### src/common/pyramid_params.svh
`ifndef PYRAMID_PARAMS_SVH
`define PYRAMID_PARAMS_SVH

// greyscale pixel depth
`define PYR_BIT_DEPTH 8

// octave 0 image size, both powers of two
`define PYR_TOP_WIDTH 16
`define PYR_TOP_HEIGHT 16

// pyramid shape
`define PYR_OCTAVES 3
`define PYR_LEVELS 3

// log2 of the octave 0 pixel count
`define PYR_ADDR_WIDTH 8

`endif

### src/common/pixel_pkg.sv
`default_nettype none

`include "pyramid_params.svh"

package pixel_pkg;

    typedef logic [`PYR_BIT_DEPTH-1:0] pixel_t;

    // row-major address inside the image of the current octave
    typedef logic [`PYR_ADDR_WIDTH-1:0] addr_t;

    typedef logic [$clog2(`PYR_TOP_WIDTH)-1:0] coord_t;  // x or y

    // one pixel write, used by every engine and buffer
    typedef struct packed {
        addr_t  addr;
        pixel_t pixel;
    } pix_wr_t;

endpackage

`default_nettype wire

### src/source/frame_buffer.sv
`default_nettype none

`include "pyramid_params.svh"

module frame_buffer (
    input  wire                     clk_in,
    input  wire pixel_pkg::pix_wr_t wr,
    input  wire                     wr_en,
    input  wire pixel_pkg::addr_t   rd_addr,
    input  wire                     rd_en,
    output pixel_pkg::pixel_t       rd_pixel
);

    // sized for the octave 0 image, smaller octaves use the low part
    pixel_pkg::pixel_t mem [2**`PYR_ADDR_WIDTH];

    always_ff @(posedge clk_in) begin
        if (wr_en)
            mem[wr.addr] <= wr.pixel;
        if (rd_en)
            rd_pixel <= mem[rd_addr];  // read-first on a collision
    end

endmodule

`default_nettype wire

### config.mk
export PLATFORM = sky130hd
export DESIGN_NAME = frame_buffer
export DESIGN_NICKNAME = d
export VERILOG_FILES = /design/src/common/pixel_pkg.sv /design/src/source/frame_buffer.sv
export VERILOG_INCLUDE_DIRS = /design/src /design/src/common
export SDC_FILE = /design/constraint.sdc
export NUM_CORES = 2
export LEC_CHECK = 0
export BUFFER_PORTS_ARGS = -buffer_cell sky130_fd_sc_hd__buf_4
export CORE_ASPECT_RATIO = 0.75
export CORE_MARGIN = 10
export CORE_UTILIZATION = 60
export DETAILED_ROUTE_END_ITERATION = 8
export PLACE_DENSITY = 0.85
export SETUP_SLACK_MARGIN = 0.05
export SYNTH_ARGS = -nofsm -noshare
export SYNTH_HDL_FRONTEND = slang
export SYNTH_SLANG_ARGS = --single-unit
### constraint.sdc
create_clock -name clk_in -period 4.5 [get_ports clk_in]
set_input_delay 0.675 -clock clk_in [delete_from_list [all_inputs] [get_ports clk_in]]
set_output_delay 0.675 -clock clk_in [all_outputs]
set_load 0.03 [all_outputs]
==> Word level (Yosys, flattened, before mapping) <==
Memory sizes are Yosys's and may differ from the RTL's. A register that Yosys moved wholly into a read port is not among the register bits.
Index checks and enable logic that the tools add are counted.
{ "word_totals": {"ff_bits": 0, "ram_bits": 2048, "inputBits": 27, "output_inout_bits": 8, "word_cells": 3, "mem_count": 1} }
{ "mem_list": {"columns": ["name", "words", "word_bits", "rd", "rd_ports_with_merged_regs", "wr", "line_no", "text"], "rows": [
  ["mem", 256, 8, 1, 1, 1, "frame_buffer.sv:15", "pixel_pkg::pixel_t mem [2**`PYR_ADDR_WIDTH];"]
]} }
{ "classes": {"mux": 2} }
{ "op_table": {"columns": ["op", "count"], "rows": [
  ["1-bit 2-to-1 mux", 2]
]} }

==> Logic depth before layout (Yosys ltp) <==
{ "logic_depth": {"depth_word": 2, "depth_mapped": 11, "mapped_depth_nobuf": 6} }

==> Worst setup path after synthesis <==
No wires, ideal clock.
{ "synth_path": {"kind": "input-to-reg", "startpoint": "in rd_addr[0]", "endpoint": "reg rd_pixel[2] (read register of mem) (data pin)", "setup_ps": 269, "arrival_ps": 2482, "t_required_ps": 4231, "setup_slack_ps": 1749, "stages": 9, "n_path_buf": 4, "path_cell_list": "buf_6 -> buf_12 -> buf_8 -> buf_2 -> mux4_2 -> a22oi_1 -> a21oi_1 -> nor4_1 -> nor4_2"} }
{ "synth_rtl": {"columns": ["element", "line_no", "text"], "rows": [
  ["start, declared", "frame_buffer.sv:9", "input wire pixel_pkg::addr_t rd_addr,"],
  ["end, declared", "frame_buffer.sv:11", "output pixel_pkg::pixel_t rd_pixel"]
]} }

==> reports/qor.yml <==
synth:
  synth_most_common_cell: "edfxtp_1"
  yosys-top-cells-count: "edfxtp_1 (2056), mux4_2 (454), nor2_1 (282)"
  async_flop_share_pct: 0
  synth.distinct_cells: 54
  ys_ff_latch: 2056
  synth_nets: 3760
  syn_area_per_cell_um2: 21.3
  ys.flop_type: "edfxtp_1"
  post_synth_main_area_contributors: "edfxtp_1 (78%), mux4_2 (13%), mux2i_1 (1.7%), nor2_1 (1.3%), a22oi_1 (1.3%)"
  ys_warn_count: 0
  yosysSeqAreaShare_pct: 77.5
  synth.largest_area_cell: "edfxtp_1"
  syn_inst: 3733
  synth_edf_count: 2056
  synth_area_mm2: 0.0796
  synth_top_area_share_pct: 77.5
setup_path:
  critPathKind: "in2reg"
  cp-end-kind: "flip-flop"
  path_common_cell: "buf_4"
  cp_cell_sequence: "buf_4 -> buf_4 -> nor2_2 -> buf_4 -> a22o_1 -> a221oi_1 -> o32ai_1 -> nor3_1 -> nor4_1"
  worst_setup_path_start_kind: "input pin"
  cp.required_ps: 5000
  cp_max_fo: 22
  crit_slowest_cell: "nor3_1"
  worst-path-buf-inv: 3
  slowest_delay_ps: 970
  cpLargestDelayFamily: "simple AND/OR/NAND/NOR gates"
  worstPathArrival_ps: 4420
floorplan:
  core_mm2: 0.132
  rows: 115
  die-area_mm2: 0.148
  die_w_um: 441
  fp.dieH_um: 336
  ios: 35
  start_util_pct: 60.6
routing:
  vias: 42100
  drc_errors: 0
  drt_first_pass_iters: 6
  antenna_left: 0
  viasPerCell: 7.28
  drt_wl_total_um: 212000
  drt_iter0_drc: 7824
  avgRoutedWirePerCell_um: 36.7
global_routing:
  first_global_vias: 41800
  grt_max_degree: 152
  overflow: 0
  grt_usage_pct: 28.7
  antenna_found_initial: 13
  grt_pass1_wl_um: 306000
final_layout:
  multi_input_area_mm2: 0.0165
  nFillCells: 7682
  seq_area_mm2: 0.0617
  drive_gt1_share_pct: 22.7
  synthToLayoutAreaGrowth_pct: 10.0
  fin_nets: 3917
pwr:
  pwr_density_cell_mw_per_mm2: 429
  ir_drop_mv: 0.443
  power_leakage_nw: 27.0
  finalPower_mw: 37.6
sta:
  clock_skew_ps: 37.4
  relSlewSlack_pct: 2.69
  finalSetupTns_ps: 0
  setup_viol: 0
  rsz0062_at_grt: "no"
  tightest_slew_ps: 1450
  drv_slew: 0
  hold_ws_ps: 213
  hold_viol: 0
  period_share_pct: 87.2
  final.min_clock_period_ps: 3920
  max_freq_mhz: 255
outcome:
  status: "complete, no violations"
clock_network:
  postCtsSetupBuffers: 0
  clk_path_buf_depth: 3
  cts.sinks: 2056
  path_clk_slew_ps: 70
  cts_hold_buf: 0
  cts_buffers: 176
  ctsResizeCount: 0
  htreeDepth: 4
  clock-root-buffer: "clkbuf_16"
  clk_latency_ps: 850
  cts_tree: "built"
run:
  max-cap-violations: 0
placement:
  io_buffers: 34
  gp_congestion: 0.898
  hpwl_um: 123000
min_path:
  holdCritPathClass: "in2reg"
## layout by cell type, fill, tap and decap left out, drive strengths merged, types with 4 or more instances in the layout
master | netlist | layout
mux2i | 134 | 134
nor3 | 22 | 22
nand2 | 33 | 33
nor2b | 31 | 31
o22a | 5 | 5
nand4 | 10 | 10
a22o | 8 | 8
nand3 | 34 | 34
clkinv | 1 | 77
buf | 122 | 204
o211ai | 10 | 10
nor4 | 27 | 27
o21ai | 12 | 12
or2 | 4 | 4
nand2b | 8 | 8
nor2 | 282 | 282
bufinv | 0 | 6
o32ai | 5 | 5
a2111oi | 5 | 5
mux4 | 456 | 456
clkbuf | 111 | 225
edfxtp | 2056 | 2056
clkinvlp | 0 | 5
diode | 0 | 10
a211oi | 16 | 16
o22ai | 28 | 28
a21oi | 96 | 96
o221ai | 47 | 47
a221oi | 14 | 14
inv | 1 | 9
and2 | 6 | 6
a22oi | 133 | 133
## state kept, by name (all words and copies together) (netlist names)
name	flops
mem	2048
rd_pixel	8
## power by group
group | switching, mW | leakage, nW | internal, mW
Combinational | 1.32 | 5.97 | 0.663
Sequential | 0.0266 | 18.5 | 21.1
Clock | 6.89 | 2.56 | 7.60
## metal layers
layer | vias up | part of all wire, % | GRT usage (%) | routed length (µm)
met4 | 10 | 4.9 | 11.7 | 10300
met2 | 4041 | 46 | 43.8 | 98600
met5 | - | 0.040 | 0.336 | 85
met3 | 693 | 15 | 8.70 | 32800
met1 | 21400 | 33 | 38.9 | 70400
li1 | 16000 | - | - | -
## stage by stage
step | cells | cell area [µm²] | setup WS [ps] | util [%]
final | 5789 | 87600 | 577 | 66.6
after global routing | 5782 | 87600 | 673 | 66.6
after CTS | 5778 | 87600 | 790 | 66.6
after detailed placement | 5466 | 82400 | -2.65 | 62.6
after global placement | 5466 | 82400 | 180 | 62.6
after floorplan | 3733 | 79600 | 1750 | -
## kinds of logic after synthesis
family	share of synthesized area, %
AO/OA/AOI/OAI	3.42
buffers and inverters	1.83
multiplexers	14.6
AND/OR/NAND/NOR	2.63
flip-flops	77.5
## final timing paths
kind / startpoint / endpoint / slack, ps / depth (start not counted)
max: rd_addr[2] / rd_pixel[5] / 580 / 9
min: rd_en / rd_pixel[1] / 210 / 1
max reg2reg: mem[211][5] / rd_pixel[5] / 1150 / 6
min reg2reg: mem[102][7] / rd_pixel[7] / 1190 / 5
## area by class of cell
cell class / instances / share of cell area (%)
Clock buffer: 217 / 5.25
Clock inverter: 95 / 0.721
Timing Repair Buffer: 212 / 2.24
Sequential cell: 2056 / 70.4
Inverter: 2 / 0.00857
Multi-Input combinational cell: 1442 / 18.8
Tap cell: 1755 / 2.51
Antenna cell: 10 / 0.0286
(Power assumes the default switching activity.)
