===== src/common/pyramid_params.svh =====
`ifndef PYRAMID_PARAMS_SVH
`define PYRAMID_PARAMS_SVH

// greyscale pixel depth
`define PYR_BIT_DEPTH 8

// octave 0 image size, both powers of two
`define PYR_TOP_WIDTH 16
`define PYR_TOP_HEIGHT 16

// pyramid shape
`define PYR_OCTAVES 3
`define PYR_LEVELS 3

// log2 of the octave 0 pixel count
`define PYR_ADDR_WIDTH 8

`endif


===== src/common/pixel_pkg.sv =====
`default_nettype none

`include "pyramid_params.svh"

package pixel_pkg;

    typedef logic [`PYR_BIT_DEPTH-1:0] pixel_t;

    // row-major address inside the image of the current octave
    typedef logic [`PYR_ADDR_WIDTH-1:0] addr_t;

    typedef logic [$clog2(`PYR_TOP_WIDTH)-1:0] coord_t;  // x or y

    // one pixel write, used by every engine and buffer
    typedef struct packed {
        addr_t  addr;
        pixel_t pixel;
    } pix_wr_t;

endpackage

`default_nettype wire


===== src/common/pyramid_pkg.sv =====
`default_nettype none

`include "pyramid_params.svh"

package pyramid_pkg;

    typedef logic [$clog2(`PYR_OCTAVES)-1:0] octave_t;
    typedef logic [$clog2(`PYR_LEVELS)-1:0] level_t;

    typedef struct packed {
        octave_t octave;
        level_t  level;
    } level_tag_t;

    // where a pass reads its image from
    typedef enum logic [1:0] {
        src_ext   = 2'd0,
        src_buf_a = 2'd1,
        src_buf_b = 2'd2
    } buf_sel_t;

    typedef struct packed {
        logic     decimate;  // 0 blur, 1 decimate
        buf_sel_t src;
        logic     dst_b;     // 0 writes buffer a, 1 writes buffer b
        octave_t  octave;
        level_t   level;
        logic     emit;      // level goes out on the output stream
    } pass_cmd_t;

    typedef enum logic [1:0] {
        idle,
        issue,
        wait_pass,
        finish
    } pyr_state_t;

endpackage

`default_nettype wire


===== src/source/half_sampler.sv =====
`default_nettype none

`include "pyramid_params.svh"

module half_sampler (
    input  wire                   clk_in,
    input  wire                   rst_in,
    input  wire                   start,
    input  wire pyramid_pkg::octave_t octave,  // destination octave
    output pixel_pkg::addr_t      rd_addr,
    output logic                  rd_en,
    input  wire pixel_pkg::pixel_t rd_pixel,
    output pixel_pkg::pix_wr_t    wr,
    output logic                  wr_en,
    output logic                  done
);

    logic                 busy;
    logic [1:0]           phase;  // read, capture, advance
    pyramid_pkg::octave_t oct_q;
    pixel_pkg::coord_t    x, y, last_x, last_y;
    logic [2:0]           dst_shift, src_shift;

    assign dst_shift = 3'($clog2(`PYR_TOP_WIDTH)) - 3'(oct_q);
    assign src_shift = dst_shift + 3'd1;  // source rows are twice as wide
    assign last_x    = pixel_pkg::coord_t'((`PYR_TOP_WIDTH >> oct_q) - 1);
    assign last_y    = pixel_pkg::coord_t'((`PYR_TOP_HEIGHT >> oct_q) - 1);

    assign rd_en   = busy && (phase == 2'd0);
    assign rd_addr = ((pixel_pkg::addr_t'(y) << 1) << src_shift) | (pixel_pkg::addr_t'(x) << 1);

    always_ff @(posedge clk_in) begin
        if (rst_in) begin
            busy  <= 1'b0;
            phase <= '0;
            wr_en <= 1'b0;
            done  <= 1'b0;
        end else begin
            wr_en <= 1'b0;
            done  <= 1'b0;
            if (start && !busy) begin
                busy  <= 1'b1;
                phase <= '0;
                x     <= '0;
                y     <= '0;
                oct_q <= octave;
            end else if (busy) begin
                phase <= (phase == 2'd2) ? 2'd0 : phase + 1'b1;
                if (phase == 2'd1)
                    wr_en <= 1'b1;  // source pixel is on rd_pixel now
                if (phase == 2'd2) begin
                    if (x == last_x) begin
                        x <= '0;
                        if (y == last_y) begin
                            busy <= 1'b0;
                            done <= 1'b1;
                        end else begin
                            y <= y + 1'b1;
                        end
                    end else begin
                        x <= x + 1'b1;
                    end
                end
            end
        end
    end

    always_ff @(posedge clk_in) begin
        if (busy && phase == 2'd1) begin
            wr.addr  <= (pixel_pkg::addr_t'(y) << dst_shift) | pixel_pkg::addr_t'(x);
            wr.pixel <= rd_pixel;
        end
    end

endmodule

`default_nettype wire


===== config.mk =====
export PLATFORM = sky130hd
export DESIGN_NAME = half_sampler
export DESIGN_NICKNAME = d
export VERILOG_FILES = /design/src/common/pixel_pkg.sv /design/src/common/pyramid_pkg.sv /design/src/source/half_sampler.sv
export VERILOG_INCLUDE_DIRS = /design/src /design/src/common
export SDC_FILE = /design/constraint.sdc
export NUM_CORES = 1
export LEC_CHECK = 0
export ABC_AREA = 1
export BUFFER_PORTS_ARGS = -buffer_cell sky130_fd_sc_hd__buf_2
export CAP_MARGIN = 20
export CORE_UTILIZATION = 52
export CTS_CLUSTER_SIZE = 24
export DETAILED_ROUTE_END_ITERATION = 10
export PLACE_DENSITY = 0.85
export SYNTH_ARGS = -nofsm -noshare
export SYNTH_HDL_FRONTEND = slang
export SYNTH_SLANG_ARGS = --single-unit

===== constraint.sdc =====
create_clock -name clk_in -period 2.8 [get_ports clk_in]
set_clock_uncertainty 0.2 [all_clocks]
set_input_delay 0.14 -clock clk_in [delete_from_list [all_inputs] [get_ports clk_in]]
set_output_delay 0.14 -clock clk_in [all_outputs]
set_load 0.005 [all_outputs]

* Word level (Yosys, flattened, before mapping) *
Cells that the tools add are included.

storage, ports and cells
  register bits after elaboration = 31
  bits in latches = 0
  bits in writable memories = 0
  bits in read-only memories = 0
  input bits = 13
  output and inout bits = 27
  logic and storage cells = 58
  memories kept = 0

operators by class
  add/subtract/negate cells = 6
  multiply operators = 0
  divide/modulo/power cells = 0
  order comparisons = 0
  eq/ne operators = 5
  shifts and indexed selects = 3
  mux-type cells = 15
  bitwise logic cells = 6
  reduce and logical (&&, ||, !) cells = 14

operator list
  operator               number
  $mux W4                7
  $add A4 B1 Y4 const B  2
  $eq A4 B4 Y1           2
  $or A8 B4 Y8           1
  $or A8 B5 Y8           1
  $shl A4 B3 Y8          1
  $shl A5 B3 Y8          1
  $mux W1                7
  $reduce_bool A2 Y1     3
  $reduce_and A5 Y1      1
  $reduce_or A5 Y1       1
  $shr A5 B2 Y4 const A  1
  $not A1 Y1             4
  $sub A4 B2 Y4 const B  1
  $add A3 B1 Y3 const B  1
  $logic_and A1 B1 Y1    3
  $reduce_and A3 Y1      1
  $reduce_or A3 Y1       1
  $sub A3 B2 Y3 const A  1
  $add A2 B1 Y2 const B  1
  $eq A2 B1 Y1 const B   1
  $eq A2 B2 Y1 const B   1
  $logic_not A2 Y1       1
  $mux W2                1
  4 further kinds        4

* Depth between registers and ports, before layout *
  word-level depth = 8
  gate-level depth with buffers = 11
  gate-level depth less buffers = 10

* Worst setup path before layout *
Ideal clock, no wire load.

  path kind = reg2reg
  start point = register busy
  end point = register wr[0] (netlist name) (enable)
  setup time = 0.412 ns
  arrival = 1.605 ns
  data required time = 2.188 ns
  setup slack = 0.583 ns
  cell stages (with the launch flop) = 3
  buffers on the path = 0
  period minus slack after synthesis = 2.217 ns
  cell sequence = dfxtp_1 inv_2 nor3_1

on the way
  word-level cells in the longest chain between the ends = 1

RTL lines
  what                      RTL line            source
  start: declaration        half_sampler.sv:18  logic busy;
  start signal: assignment  half_sampler.sv:34  busy <= 1'b0;
  start signal: assignment  half_sampler.sv:42  busy <= 1'b1;
  start signal: assignment  half_sampler.sv:55  busy <= 1'b0;
  $logic_and A1 B1 Y1       half_sampler.sv:69  if (busy && phase == 2'd1) begin
  end: declaration          half_sampler.sv:13  output pixel_pkg::pix_wr_t wr,

Every way passes these cells.
A chain may end at the register's enable or synchronous reset.

* Final worst setup path *
  start point = register oct_q[0]
  end point = output port rd_addr[5]

on the way
  word-level cells in the longest chain between the ends = 4

RTL lines
  what                      RTL line            source
  start: declaration        half_sampler.sv:20  pyramid_pkg::octave_t oct_q;
  start signal: assignment  half_sampler.sv:46  oct_q <= octave;
  $sub A3 B2 Y3             half_sampler.sv:24  assign dst_shift = 3'($clog2(`PYR_TOP_WIDTH)) - 3'(oct_q);
  $add A3 B1 Y3             half_sampler.sv:25  assign src_shift = dst_shift + 3'd1;
  $shl A5 B3 Y8             half_sampler.sv:30  assign rd_addr = ((pixel_pkg::addr_t'(y) << 1) << src_shift) | (pixel_pkg::addr_t'(x) << 1);
  $or A8 B5 Y8              half_sampler.sv:30
  end: declaration          half_sampler.sv:10  output pixel_pkg::addr_t rd_addr,

Every way passes these cells.

==> flow_summary.yaml <==
clock_tree:
  cts_sinks: 31
  h-tree-depth: 2
  tritoncts: "built"
  cts-root-buf: "clkbuf_4"
  clockBufferDepth: 2
  cts_resized: 0
  cts_buffers: 5
  clk_latency_ns: 0.33
  clk_pin_slew_ns: 0.10
floorplan:
  rows: 19
  start_util_pct: 57.2
  fp.dieH_microns: 58.0
  design.core.area_sq_um: 2850
  dieArea_sq_um: 3370
  die_w_microns: 58.0
  ios: 40
logic_synthesis:
  synthCells: 181
  syn_nets: 201
  synth_seq_cells: 31
  synthesis.area_sq_um: 1630
  yosysUniqueCellTypes: 25
  synth-seq-area-share_pct: 54.0
  yosysWarnings: 0
  syn_area_per_cell_sq_um: 9.01
critical_path:
  reg2reg_depth: 10
  crit_path_max_fanout: 10
  critPathSlowestCell: "edfxtp_1"
  timing.rr.start: "oct_q[0]$_DFFE_PP_"
  arrival_ns: 2.22
  cp.required_ns: 2.46
  path_cells: "inv_1 -> ha_1 -> nor2_2 -> nor2_4 -> inv_2 -> o21ai_1 -> nand2_1 -> o21ai_1 -> buf_2"
  r2r-end: "y[1]$_SDFFCE_PP0P_"
  crit_path_max_incr_delay_ns: 0.53
  r2r_slack_ns: 0.46
  critical_path_class: "reg -> out"
  endpoint_kind: "output port"
  crit_path_start_kind: "flip-flop"
  path_common_cell: "o21ai_1"
worst_hold_path:
  min_to: "done$_SDFF_PP0_"
  hold_depth: 2
  hold_path.class: "reg -> reg"
  hold_start: "busy$_SDFF_PP0_"
cells_and_area:
  fillers: 212
  n_antenna_cell: 0
  finalNetCount: 258
  final_common_cell: "nand2_1"
  drive_above_1_share_pct: 25.1
  syn2layout_area_growth_pct: 26.5
  mostFrequentLayoutCells: "nand2_1, buf_2, edfxtp_1, inv_1, nor2_1"
  final_area_sq_um: 2060
global_route:
  grt_max_degree: 18
  gr-total-overflow: 0
  antenna_found_initial: 0
  track_usage_pct: 19.9
  grt_pass1_wl_microns: 4970
  grt_pass1_vias: 1194
timing:
  rsz0062_at_grt: "false"
  finalSetupViolations: 0
  worstMarginPinSlew_ns: 0.621
  fmax_mhz: 390
  tns_ns: 0
  min_period_over_period_pct: 91.6
  fin_crit_ns: 2.56
  relSlewSlack_pct: 58.1
  finalHoldViolCount: 0
  finalMaxSlewViolations: 0
  whs_ns: 0.311
  setup_ws_ns: 0.235
power_and_ir_drop:
  internal_power_uw: 768
  power_mw: 1.02
  comb_power_share_pct: 14.8
  seq_power_share_pct: 52.2
  cellLeakagePower_nw: 0.944
  sw_frac_of_total_pct: 24.5
  power.switching_uw: 250
  power_density_nw_per_um2: 493
  clock_power_share_pct: 33.0
  irDropWorstVdd_mv: 0.359
routing:
  ant_nets: 0
  dr.pass1.iters: 7
  finalWirelength_microns: 3120
  post_drt_via_cell_ratio: 5.05
  drt_first_iter_violations: 26
  drc_errors: 2
  wl_per_cell_microns: 11.6
  dr_total_vias: 1363
run:
  max_cap_viol_count: 0
placement:
  port_buffers: 38
  gp_congestion: 0.847
  placedInstanceArea_sq_um: 1850
  hpwlAfterDp_microns: 2110
  detailedPlace.worstSlack_ns: 0.509
run_status:
  status: "complete, but fails checks"
  violations: "design-rule violations"
==> cell type report <==
| cell class | count | area (sq um) | share of cell area (%) |
|---|---|---|---|
| clock buffers | 5 | 37.5 | 1.82 |
| clock inverters | 3 | 38.8 | 1.88 |
| inverters | 27 | 101 | 4.91 |
| multi-input cells | 120 | 634 | 30.7 |
| flip-flops and latches | 31 | 881 | 42.7 |
| well taps | 31 | 38.8 | 1.88 |
| repair buffers | 53 | 333 | 16.1 |
==> worst max-delay path, delay by kind of cell (launching register included) <==
family,cells,cell delay (ns)
buf+inv,3,0.35
simple gates,3,0.32
fa+ha+maj,1,0.48
compound gates,2,0.20
flops,1,0.53
==> synth_stat cells (all sizes together) <==
| cell | count | area [sq um] |
|---|---|---|
| xnor2 | 3 | 33.8 |
| xor2 | 1 | 8.76 |
| nor2 | 20 | 87.6 |
| inv | 27 | 101 |
| conb | 1 | 3.75 |
| edfxtp | 26 | 781 |
| a21oi | 6 | 30.0 |
| buf | 3 | 20.0 |
| o21ai | 23 | 115 |
| nand2 | 42 | 168 |
| o21bai | 1 | 7.51 |
| dfxtp | 5 | 100 |
| o22ai | 2 | 12.5 |
| ha | 7 | 87.6 |
| nor3 | 3 | 15.0 |
| nand3 | 11 | 60.1 |
==> cells by family (layout without fill, tap and decap cells) <==
group                    count (synthesis)  in the layout  synth area share, %
buffers and inverters                   30             88                 7.44
flip-flops                              31             31                 54.0
adder cells (fa/ha/maj)                  7              7                 5.37
other                                    1              1                0.230
AND/OR/NAND/NOR                         76             76                 20.2
AO/OA/AOI/OAI                           32             32                 10.1
XOR/XNOR                                 4              4                 2.61
==> metrics by stage <==
stage	util (%)	cells
final	72.4	270
after global routing	72.4	270
after CTS	71.8	268
after detailed placement	65.0	248
after global placement	65.0	248
after floorplan	-	181
==> worst max-delay path by stage <==
stage                       startpoint                 end  slack [ns]  cells past startpoint
floorplan              busy$_SDFF_PP0_     wr[0]$_DFFE_PP_        0.58                      2
global placement    oct_q[0]$_DFFE_PP_  y[2]$_SDFFCE_PP0P_        0.55                      9
detailed placement  oct_q[0]$_DFFE_PP_  y[2]$_SDFFCE_PP0P_        0.51                      9
CTS                 oct_q[0]$_DFFE_PP_          rd_addr[5]        0.13                      9
global route        oct_q[0]$_DFFE_PP_          rd_addr[5]        0.03                      9
finish              oct_q[0]$_DFFE_PP_          rd_addr[5]        0.24                      9
==> power groups by stage <==
stage	Combinational (mW)	Sequential (mW)	Clock (mW)
2_1_floorplan	0.0941	0.540	0
3_3_place_gp	0.131	0.542	0
3_5_place_dp	0.133	0.542	0
4_1_cts	0.147	0.532	0.340
5_1_grt	0.168	0.533	0.368
6_report	0.150	0.531	0.336
==> registers in the layout, summed over array words and instances (netlist names) <==
name and cells:
wr_en 1, oct_q 2, busy 1, wr 16, x 4, done 1, phase 2, y 4
==> metal layers <==
metal	vias up	share of wire [%]	GRT usage, %
met3	3	4.7	6.70
met5	-	0	0
met1	616	45	24.2
met2	33	50	34.5
li1	711	-	-
met4	0	0.61	4.08
==> timing repair <==
| item | 4_1_cts | 5_1_grt |
|---|---|---|
| hold buffers | 12 | 0 |
| buffers inserted | 0 | 2 |
| endpoints found under the setup margin | 0 | 6 |
| hold endpoints to repair | 17 | 0 |
Power figures use the tool's default switching activity.
