`src/common/pyramid_params.svh`:
```
`ifndef PYRAMID_PARAMS_SVH
`define PYRAMID_PARAMS_SVH

// greyscale pixel depth
`define PYR_BIT_DEPTH 8

// octave 0 image size, both powers of two
`define PYR_TOP_WIDTH 16
`define PYR_TOP_HEIGHT 16

// pyramid shape
`define PYR_OCTAVES 3
`define PYR_LEVELS 3

// log2 of the octave 0 pixel count
`define PYR_ADDR_WIDTH 8

`endif

```
`src/common/pixel_pkg.sv`:
```
`default_nettype none

`include "pyramid_params.svh"

package pixel_pkg;

    typedef logic [`PYR_BIT_DEPTH-1:0] pixel_t;

    // row-major address inside the image of the current octave
    typedef logic [`PYR_ADDR_WIDTH-1:0] addr_t;

    typedef logic [$clog2(`PYR_TOP_WIDTH)-1:0] coord_t;  // x or y

    // one pixel write, used by every engine and buffer
    typedef struct packed {
        addr_t  addr;
        pixel_t pixel;
    } pix_wr_t;

endpackage

`default_nettype wire

```
`src/common/pyramid_pkg.sv`:
```
`default_nettype none

`include "pyramid_params.svh"

package pyramid_pkg;

    typedef logic [$clog2(`PYR_OCTAVES)-1:0] octave_t;
    typedef logic [$clog2(`PYR_LEVELS)-1:0] level_t;

    typedef struct packed {
        octave_t octave;
        level_t  level;
    } level_tag_t;

    // where a pass reads its image from
    typedef enum logic [1:0] {
        src_ext   = 2'd0,
        src_buf_a = 2'd1,
        src_buf_b = 2'd2
    } buf_sel_t;

    typedef struct packed {
        logic     decimate;  // 0 blur, 1 decimate
        buf_sel_t src;
        logic     dst_b;     // 0 writes buffer a, 1 writes buffer b
        octave_t  octave;
        level_t   level;
        logic     emit;      // level goes out on the output stream
    } pass_cmd_t;

    typedef enum logic [1:0] {
        idle,
        issue,
        wait_pass,
        finish
    } pyr_state_t;

endpackage

`default_nettype wire

```
`src/blur/blur_engine.sv`:
```
`default_nettype none

`include "pyramid_params.svh"

module blur_engine (
    input  wire                   clk_in,
    input  wire                   rst_in,
    input  wire                   start,
    input  wire pyramid_pkg::octave_t octave,
    output pixel_pkg::addr_t      rd_addr,
    output logic                  rd_en,
    input  wire pixel_pkg::pixel_t rd_pixel,
    output pixel_pkg::pix_wr_t    wr,
    output logic                  wr_en,
    output logic                  done
);

    logic                 busy;
    logic [3:0]           tap;           // 0..8 reads, 9 last data, 10 write
    logic [1:0]           tap_r, tap_c;  // window row and column of the next read
    logic                 rd_valid;
    logic [1:0]           wt, wt_q;      // weight of 1 2 or 4 as a shift
    logic                 fin_q;
    pyramid_pkg::octave_t oct_q;
    pixel_pkg::coord_t    x, y, nx, ny;
    pixel_pkg::coord_t    last_x, last_y;
    logic [2:0]           row_shift;
    logic [`PYR_BIT_DEPTH+3:0] acc, rounded;

    assign row_shift = 3'($clog2(`PYR_TOP_WIDTH)) - 3'(oct_q);
    assign last_x    = pixel_pkg::coord_t'((`PYR_TOP_WIDTH >> oct_q) - 1);
    assign last_y    = pixel_pkg::coord_t'((`PYR_TOP_HEIGHT >> oct_q) - 1);

    // clamp the neighbour at the image border
    always_comb begin
        nx = x;
        ny = y;
        if (tap_c == 2'd0 && x != '0)
            nx = x - 1'b1;
        if (tap_c == 2'd2 && x != last_x)
            nx = x + 1'b1;
        if (tap_r == 2'd0 && y != '0)
            ny = y - 1'b1;
        if (tap_r == 2'd2 && y != last_y)
            ny = y + 1'b1;
    end

    assign rd_en   = busy && (tap < 4'd9);
    assign rd_addr = (pixel_pkg::addr_t'(ny) << row_shift) | pixel_pkg::addr_t'(nx);
    assign wt      = 2'(tap_r == 2'd1) + 2'(tap_c == 2'd1);
    assign rounded = acc + (`PYR_BIT_DEPTH+4)'(8);

    always_ff @(posedge clk_in) begin
        if (rst_in) begin
            busy     <= 1'b0;
            tap      <= '0;
            tap_r    <= '0;
            tap_c    <= '0;
            rd_valid <= 1'b0;
            wr_en    <= 1'b0;
            fin_q    <= 1'b0;
            done     <= 1'b0;
        end else begin
            rd_valid <= rd_en;
            wr_en    <= 1'b0;
            fin_q    <= 1'b0;
            done     <= fin_q;  // one cycle after the last write
            if (start && !busy) begin
                busy  <= 1'b1;
                tap   <= '0;
                tap_r <= '0;
                tap_c <= '0;
                x     <= '0;
                y     <= '0;
                oct_q <= octave;
            end else if (busy) begin
                if (tap == 4'd10) begin
                    tap   <= '0;
                    wr_en <= 1'b1;
                    if (x == last_x) begin
                        x <= '0;
                        if (y == last_y) begin
                            busy  <= 1'b0;
                            fin_q <= 1'b1;
                        end else begin
                            y <= y + 1'b1;
                        end
                    end else begin
                        x <= x + 1'b1;
                    end
                end else begin
                    tap <= tap + 1'b1;
                    if (rd_en) begin
                        tap_c <= (tap_c == 2'd2) ? 2'd0 : tap_c + 1'b1;
                        if (tap_c == 2'd2)
                            tap_r <= (tap_r == 2'd2) ? 2'd0 : tap_r + 1'b1;
                    end
                end
            end
        end
    end

    // accumulator and write payload
    always_ff @(posedge clk_in) begin
        wt_q <= wt;
        if ((start && !busy) || (busy && tap == 4'd10))
            acc <= '0;
        else if (rd_valid)
            acc <= acc + ((`PYR_BIT_DEPTH+4)'(rd_pixel) << wt_q);
        if (busy && tap == 4'd10) begin
            wr.addr  <= (pixel_pkg::addr_t'(y) << row_shift) | pixel_pkg::addr_t'(x);
            wr.pixel <= rounded[`PYR_BIT_DEPTH+3:4];  // rounded division by 16
        end
    end

endmodule

`default_nettype wire

```
`config.mk`:
```
export PLATFORM = sky130hd
export DESIGN_NAME = blur_engine
export DESIGN_NICKNAME = d
export VERILOG_FILES = /design/src/common/pixel_pkg.sv /design/src/common/pyramid_pkg.sv /design/src/blur/blur_engine.sv
export VERILOG_INCLUDE_DIRS = /design/src /design/src/common
export SDC_FILE = /design/constraint.sdc
export NUM_CORES = 1
export LEC_CHECK = 0
export ABC_AREA = 1
export ABC_CLOCK_PERIOD_IN_PS = 6400
export BUFFER_PORTS_ARGS = -buffer_cell sky130_fd_sc_hd__buf_2
export CAP_MARGIN = 20
export CORE_ASPECT_RATIO = 0.5
export CORE_MARGIN = 2
export CORE_UTILIZATION = 42
export CTS_CLUSTER_DIAMETER = 50
export CTS_CLUSTER_SIZE = 25
export DETAILED_ROUTE_END_ITERATION = 7
export PLACE_DENSITY_LB_ADDON = 0.08
export SLEW_MARGIN = 0
export SYNTH_ARGS = -nofsm -noshare
export SYNTH_HDL_FRONTEND = slang
export SYNTH_SLANG_ARGS = --single-unit
```
`constraint.sdc`:
```
create_clock -name clk_in -period 6.4 [get_ports clk_in]
set_input_delay 0.64 -clock clk_in [delete_from_list [all_inputs] [get_ports clk_in]]
set_output_delay 0.64 -clock clk_in [all_outputs]
set_load 0.01 [all_outputs]
```
* Yosys cells after proc, flatten, opt, wreduce, memory -nomap -nowiden
Cells that the tools add are included.
Word-level totals: bits in registers 53, bits of input ports 13
Operators by class: add/sub/neg operators 12, $lt $le $gt $ge 1, equality and inequality tests 10, shifts and indexed selects 4, mux-type cells 21, bitwise gates (word level) 6, reductions and logical operators 24
Operators by type and width (count):
- two-way mux 4 bit | 12
- OR 8 x 4 -> 8 bit | 2
- left shift 4 x 3 -> 8 bit | 2
- adder 12 bit | 1
- adder 12 x 4 -> 12 bit (second input constant) | 1
- adder 4 x 1 -> 4 bit (second input constant) | 3
- left shift 8 x 2 -> 12 bit | 1
- == test 4 bit | 2
- inequality test 4 bit | 2
- nonzero test 4 bit | 2
- subtractor 4 x 1 -> 4 bit (second input constant) | 2
- logical AND 1 bit | 7
- two-way mux 1 bit | 7
- AND reduction 3 bit | 2
- nonzero test 2 bit | 3
- AND reduction 5 bit | 1
- OR reduction 5 bit | 1
- right shift 5 x 2 -> 4 bit (first input constant) | 1
- adder 2 x 1 -> 2 bit (second input constant) | 2
- == test 2 x 1 -> 1 bit (second input constant) | 2
- == test 2 bit (second input constant) | 2
- == test 4 bit (second input constant) | 1
- zero test 2 bit | 2
- less-than comparator 4 bit (second input constant) | 1
- 12 further kinds | 16

* Depth between registers and ports, before layout
word-level depth 8, gate-level depth with buffers 15, depth with buffers taken out 14

* Least setup slack after synthesis
OpenSTA, ideal clock, no wires.
path kind register to output, start register oct_q[0], end output port rd_addr[7], data arrival time 1749 ps, required time 5760 ps, setup slack 4011 ps, cell stages (with the launch flop) 14, path buffers 0, path through edfxtp_1 > clkinv_1 > ha_1 > inv_1 > nand2_1 > nand2_1 > nor2_4 > nand2_4 > nand2_4 > nand2_2 > nand3_1 > nand3_2 > nand2_1 > nor2_2
On the way: word-level cells in the longest chain between the ends 7, elaborated cells between the ends (all ways) 8, classes of those cells add/sub: 2; eq/ne: 1; shift: 2; mux: 1; bitwise: 1; reduce/logical: 1
RTL lines:
- start: declaration | line blur_engine.sv:24 | pyramid_pkg::octave_t oct_q;
- start signal: assignment | line blur_engine.sv:75 | oct_q <= octave;
- right shift 5 x 2 -> 4 bit (no source line)
- subtractor 4 x 2 -> 4 bit | line blur_engine.sv:32 | assign last_y = pixel_pkg::coord_t'((`PYR_TOP_HEIGHT >> oct_q) - 1);
- inequality test 4 bit | line blur_engine.sv:44 | if (tap_r == 2'd2 && y != last_y)
- logical AND 1 bit | line blur_engine.sv:44
- two-way mux 4 bit | line blur_engine.sv:44
- left shift 4 x 3 -> 8 bit * | line blur_engine.sv:49 | assign rd_addr = (pixel_pkg::addr_t'(ny) << row_shift) | pixel_pkg::addr_t'(nx);
- OR 8 x 4 -> 8 bit * | line blur_engine.sv:49
- end: declaration | line blur_engine.sv:10 | output pixel_pkg::addr_t rd_addr,
Every way passes the cells marked *; elsewhere a longest branch is shown, timed or not.

* Worst setup path after layout
start register oct_q[0], end output port rd_addr[4]
Same word-level chain as after synthesis.

==> run summary <==
Post-CTS Repair Setup Buffers -> 0
Crit-path slowest cell -> edfxtp_1
GRT Util Overall -> 17.8%
clk sinks -> 53
first-pass GRT wire length -> 13.4 mm
status -> completed
Finished Layout Cells -> 621
setup TNS -> 0 ns
Setup Skew -> 0.00508 ns
commonest non-fill, non-tap cells in the layout -> nand2_1, nor2_1, inv_1, buf_2, nand3_1
final wirelength -> 7.94 mm
required time worst endpoint -> 5.76 ns
row count -> 23
crit path buf inv count -> 3
Worst setup EP type -> primary output
average cell area after synthesis -> 7.63 um^2
syn_nets -> 503
Slew Viols, Final -> 0
async set-or-reset flop fraction in the synthesized netlist -> 0%
Peak VDD IR -> 0.136 mV
Tcrit/Tclk final -> 53.1%
register area share after synthesis -> 37.0%
Setup CP Type -> flop to primary output
GPL Wtd Cong -> 0.874
number of global-route vias before repair -> 2861
f_max -> 0.294 GHz
# fillers -> 873
critical path cell sequence -> clkinv_1 > ha_1 > inv_1 > nand2_1 > nand2_1 > nor2_4 > nand2_4 > nand2_4 > nand2_2 > nand2_1 > nor2_1 > nand2_1 > o211ai_2 > buf_2
largest net degree at the start of global routing -> 19
critical path's largest stage delay -> 0.61 ns
Pwr Density -> 244 mW/mm^2
clock buffer count from CTS -> 5
# IOs -> 40
Critical Path AT -> 2.76 ns
overall power -> 0.000978 W
relative slew slack -> 34.7%
cell family contributing the most delay on the critical path -> simple AND/OR/NAND/NOR gates
core area -> 0.00812 mm^2
CTS tree -> built
drt drc -> 0
IO buf count -> 39
Post-synth EDFFs -> 26
Root Driver -> clkbuf_16
Sequential Power Share -> 43.0%
Hold Fails Final Rpt -> 0
initial antenna violation count -> 0
setup violators final -> 0
Avg WL per Cell -> 12.8 um
number of distinct library cells after synthesis -> 37
Inserted Diodes -> 0
leading post-synthesis cells by cell area -> edfxtp_1, dfxtp_1, nand2_1
Switch Pwr -> 0.000337 W
die extent in x -> 134 um
die height -> 69.2 um
design area -> 0.00402 mm^2
critical path peak fanout -> 14
Final nets -> 543
Area after DPL -> 0.00388 mm^2
clock network fraction of total power -> 26.8%
CTS resizes -> 0
Starting Density -> 44.0%
Max Cap Violations -> 0
hold_buf cts -> 0
Gate power share -> 30.2%
clock slew at reported path FFs -> 0.07 ns
via count -> 3118
flops & latches, synth -> 53
cell-internal power -> 0.000642 W
Leak -> 1.84 nW
CP startpoint kind -> flop
minimum clock period -> 3.40 ns
sw frac -> 34.4%
Vias per Instance -> 5.02
RSZ-0062 raised after global routing -> false
CTS H-tree lvls -> 2
hpwl dp -> 6.38 mm
yosys warns -> 0
Synth Instances -> 468
CP dominant cell by count -> nand2_1
Final ANT Viol Nets -> 0
layout cells sized above 1 -> 14.9%
most common library cell in the layout ignoring fill and taps -> nand2_1
Skew-Pair Late Insertion Delay -> 0.29 ns
Least-Margin Pin Slew -> 0.978 ns
P&R area growth vs syn -> 12.4%
Mapped Area -> 0.00357 mm^2
GR Overflow Total -> 0
die area -> 0.00930 mm^2
Synth area leader -> edfxtp_1
Max Buffers Root-to-Sink -> 2
HP Class -> flop to flop
drt initial violations -> 200
First-pass DRT Iterations -> 4
placed cells -> 613
Most used DFF post-synth -> dfxtp_1
share of the synthesized area in the top cell type -> 21.9%
flip-flops by register name, summed over array words and instances (netlist names):
register / cells
wr: 16
acc: 12
tap: 4
x: 4
y: 4
oct_q: 2
tap_c: 2
tap_r: 2
wt_q: 2
busy: 1
done: 1
fin_q: 1
rd_valid: 1
wr_en: 1
per-layer routing:
layer | up-vias | GRT usage [%] | routed length [um] | share of wire (%)
met5 | - | 0 | 0 | 0
met4 | 0 | 2.81 | 44 | 0.55
met3 | 5 | 3.36 | 220 | 2.8
met2 | 42 | 29.6 | 3670 | 46
met1 | 1423 | 24.7 | 4010 | 50
li1 | 1648 | - | - | -
cell usage after synthesis, types with 4 or more instances:
cell,count
xor2_1,15
ha_1,21
inv_2,6
dfxtp_1,27
nand2_1,92
nand4_1,8
edfxtp_1,26
o211ai_1,4
nor3_1,4
a211oi_1,5
inv_1,56
mux2i_1,8
nand3_2,7
o22ai_1,5
a21oi_1,19
nand3_1,36
nor2_1,60
o21ai_0,27
nand2_4,4
nand2_2,7
xnor2_1,6
worst min-delay path, cell delays in order, from the launching register on:
cell and delay (ns):
dfxtp_1 0.30, inv_1 0.05, nor2_1 0.03
power groups by stage:
| stage | clock (W) | combinational (W) | sequential (W) |
|---|---|---|---|
| 6_report | 0.000262 | 0.000295 | 0.000421 |
| 2_1_floorplan | 0 | 0.000239 | 0.000412 |
| 4_1_cts | 0.000269 | 0.000298 | 0.000421 |
| 3_3_place_gp | 0 | 0.000295 | 0.000428 |
| 3_5_place_dp | 0 | 0.000296 | 0.000428 |
| 5_1_grt | 0.000286 | 0.000341 | 0.000425 |
stage by stage:
stage	utilization (%)	hold WS (ns)	worst slack, ns
finish	49.5	0.426	3.00
global route	49.5	0.448	2.79
CTS	49.5	0.431	2.98
detailed placement	47.8	0.423	3.31
global placement	47.8	0.417	3.40
floorplan	-	0.388	4.01
area by class of cell:
cell class              instances  area, um^2  area share, %
multi-input cells             346        1980           49.4
well taps                     112         140           3.49
clock inverters                 3        12.5          0.312
inverters                      63         236           5.89
flip-flops and latches         53        1320           32.9
clock buffers                   5         125           3.12
repair buffers                 39         195           4.86
final timing paths:
kind | slack, ns | endpoint | startpoint | cells past startpoint
min reg2reg | 0.43 | done$_SDFF_PP0_ | fin_q$_SDFF_PP0_ | 2
min | 0.43 | done$_SDFF_PP0_ | fin_q$_SDFF_PP0_ | 2
max | 3.00 | rd_addr[4] | oct_q[0]$_DFFE_PP_ | 14
max reg2reg | 3.58 | y[0]$_SDFFCE_PP0P_ | tap[0]$_SDFFE_PP0P_ | 7
logic make-up (layout without fill, tap and decap cells):
| kind of cell | count (synthesis) | in the layout | share of synthesized area, % |
|---|---|---|---|
| AND/OR/NAND/NOR | 225 | 225 | 28.9 |
| AO/OA/AOI/OAI | 70 | 70 | 11.3 |
| buffers and inverters | 69 | 110 | 7.46 |
| flip-flops | 53 | 53 | 37.0 |
| adder cells (fa/ha/maj) | 22 | 22 | 7.92 |
| XOR/XNOR | 21 | 21 | 5.15 |
| multiplexers | 8 | 8 | 2.24 |
Power figures use the tool's default switching activity.
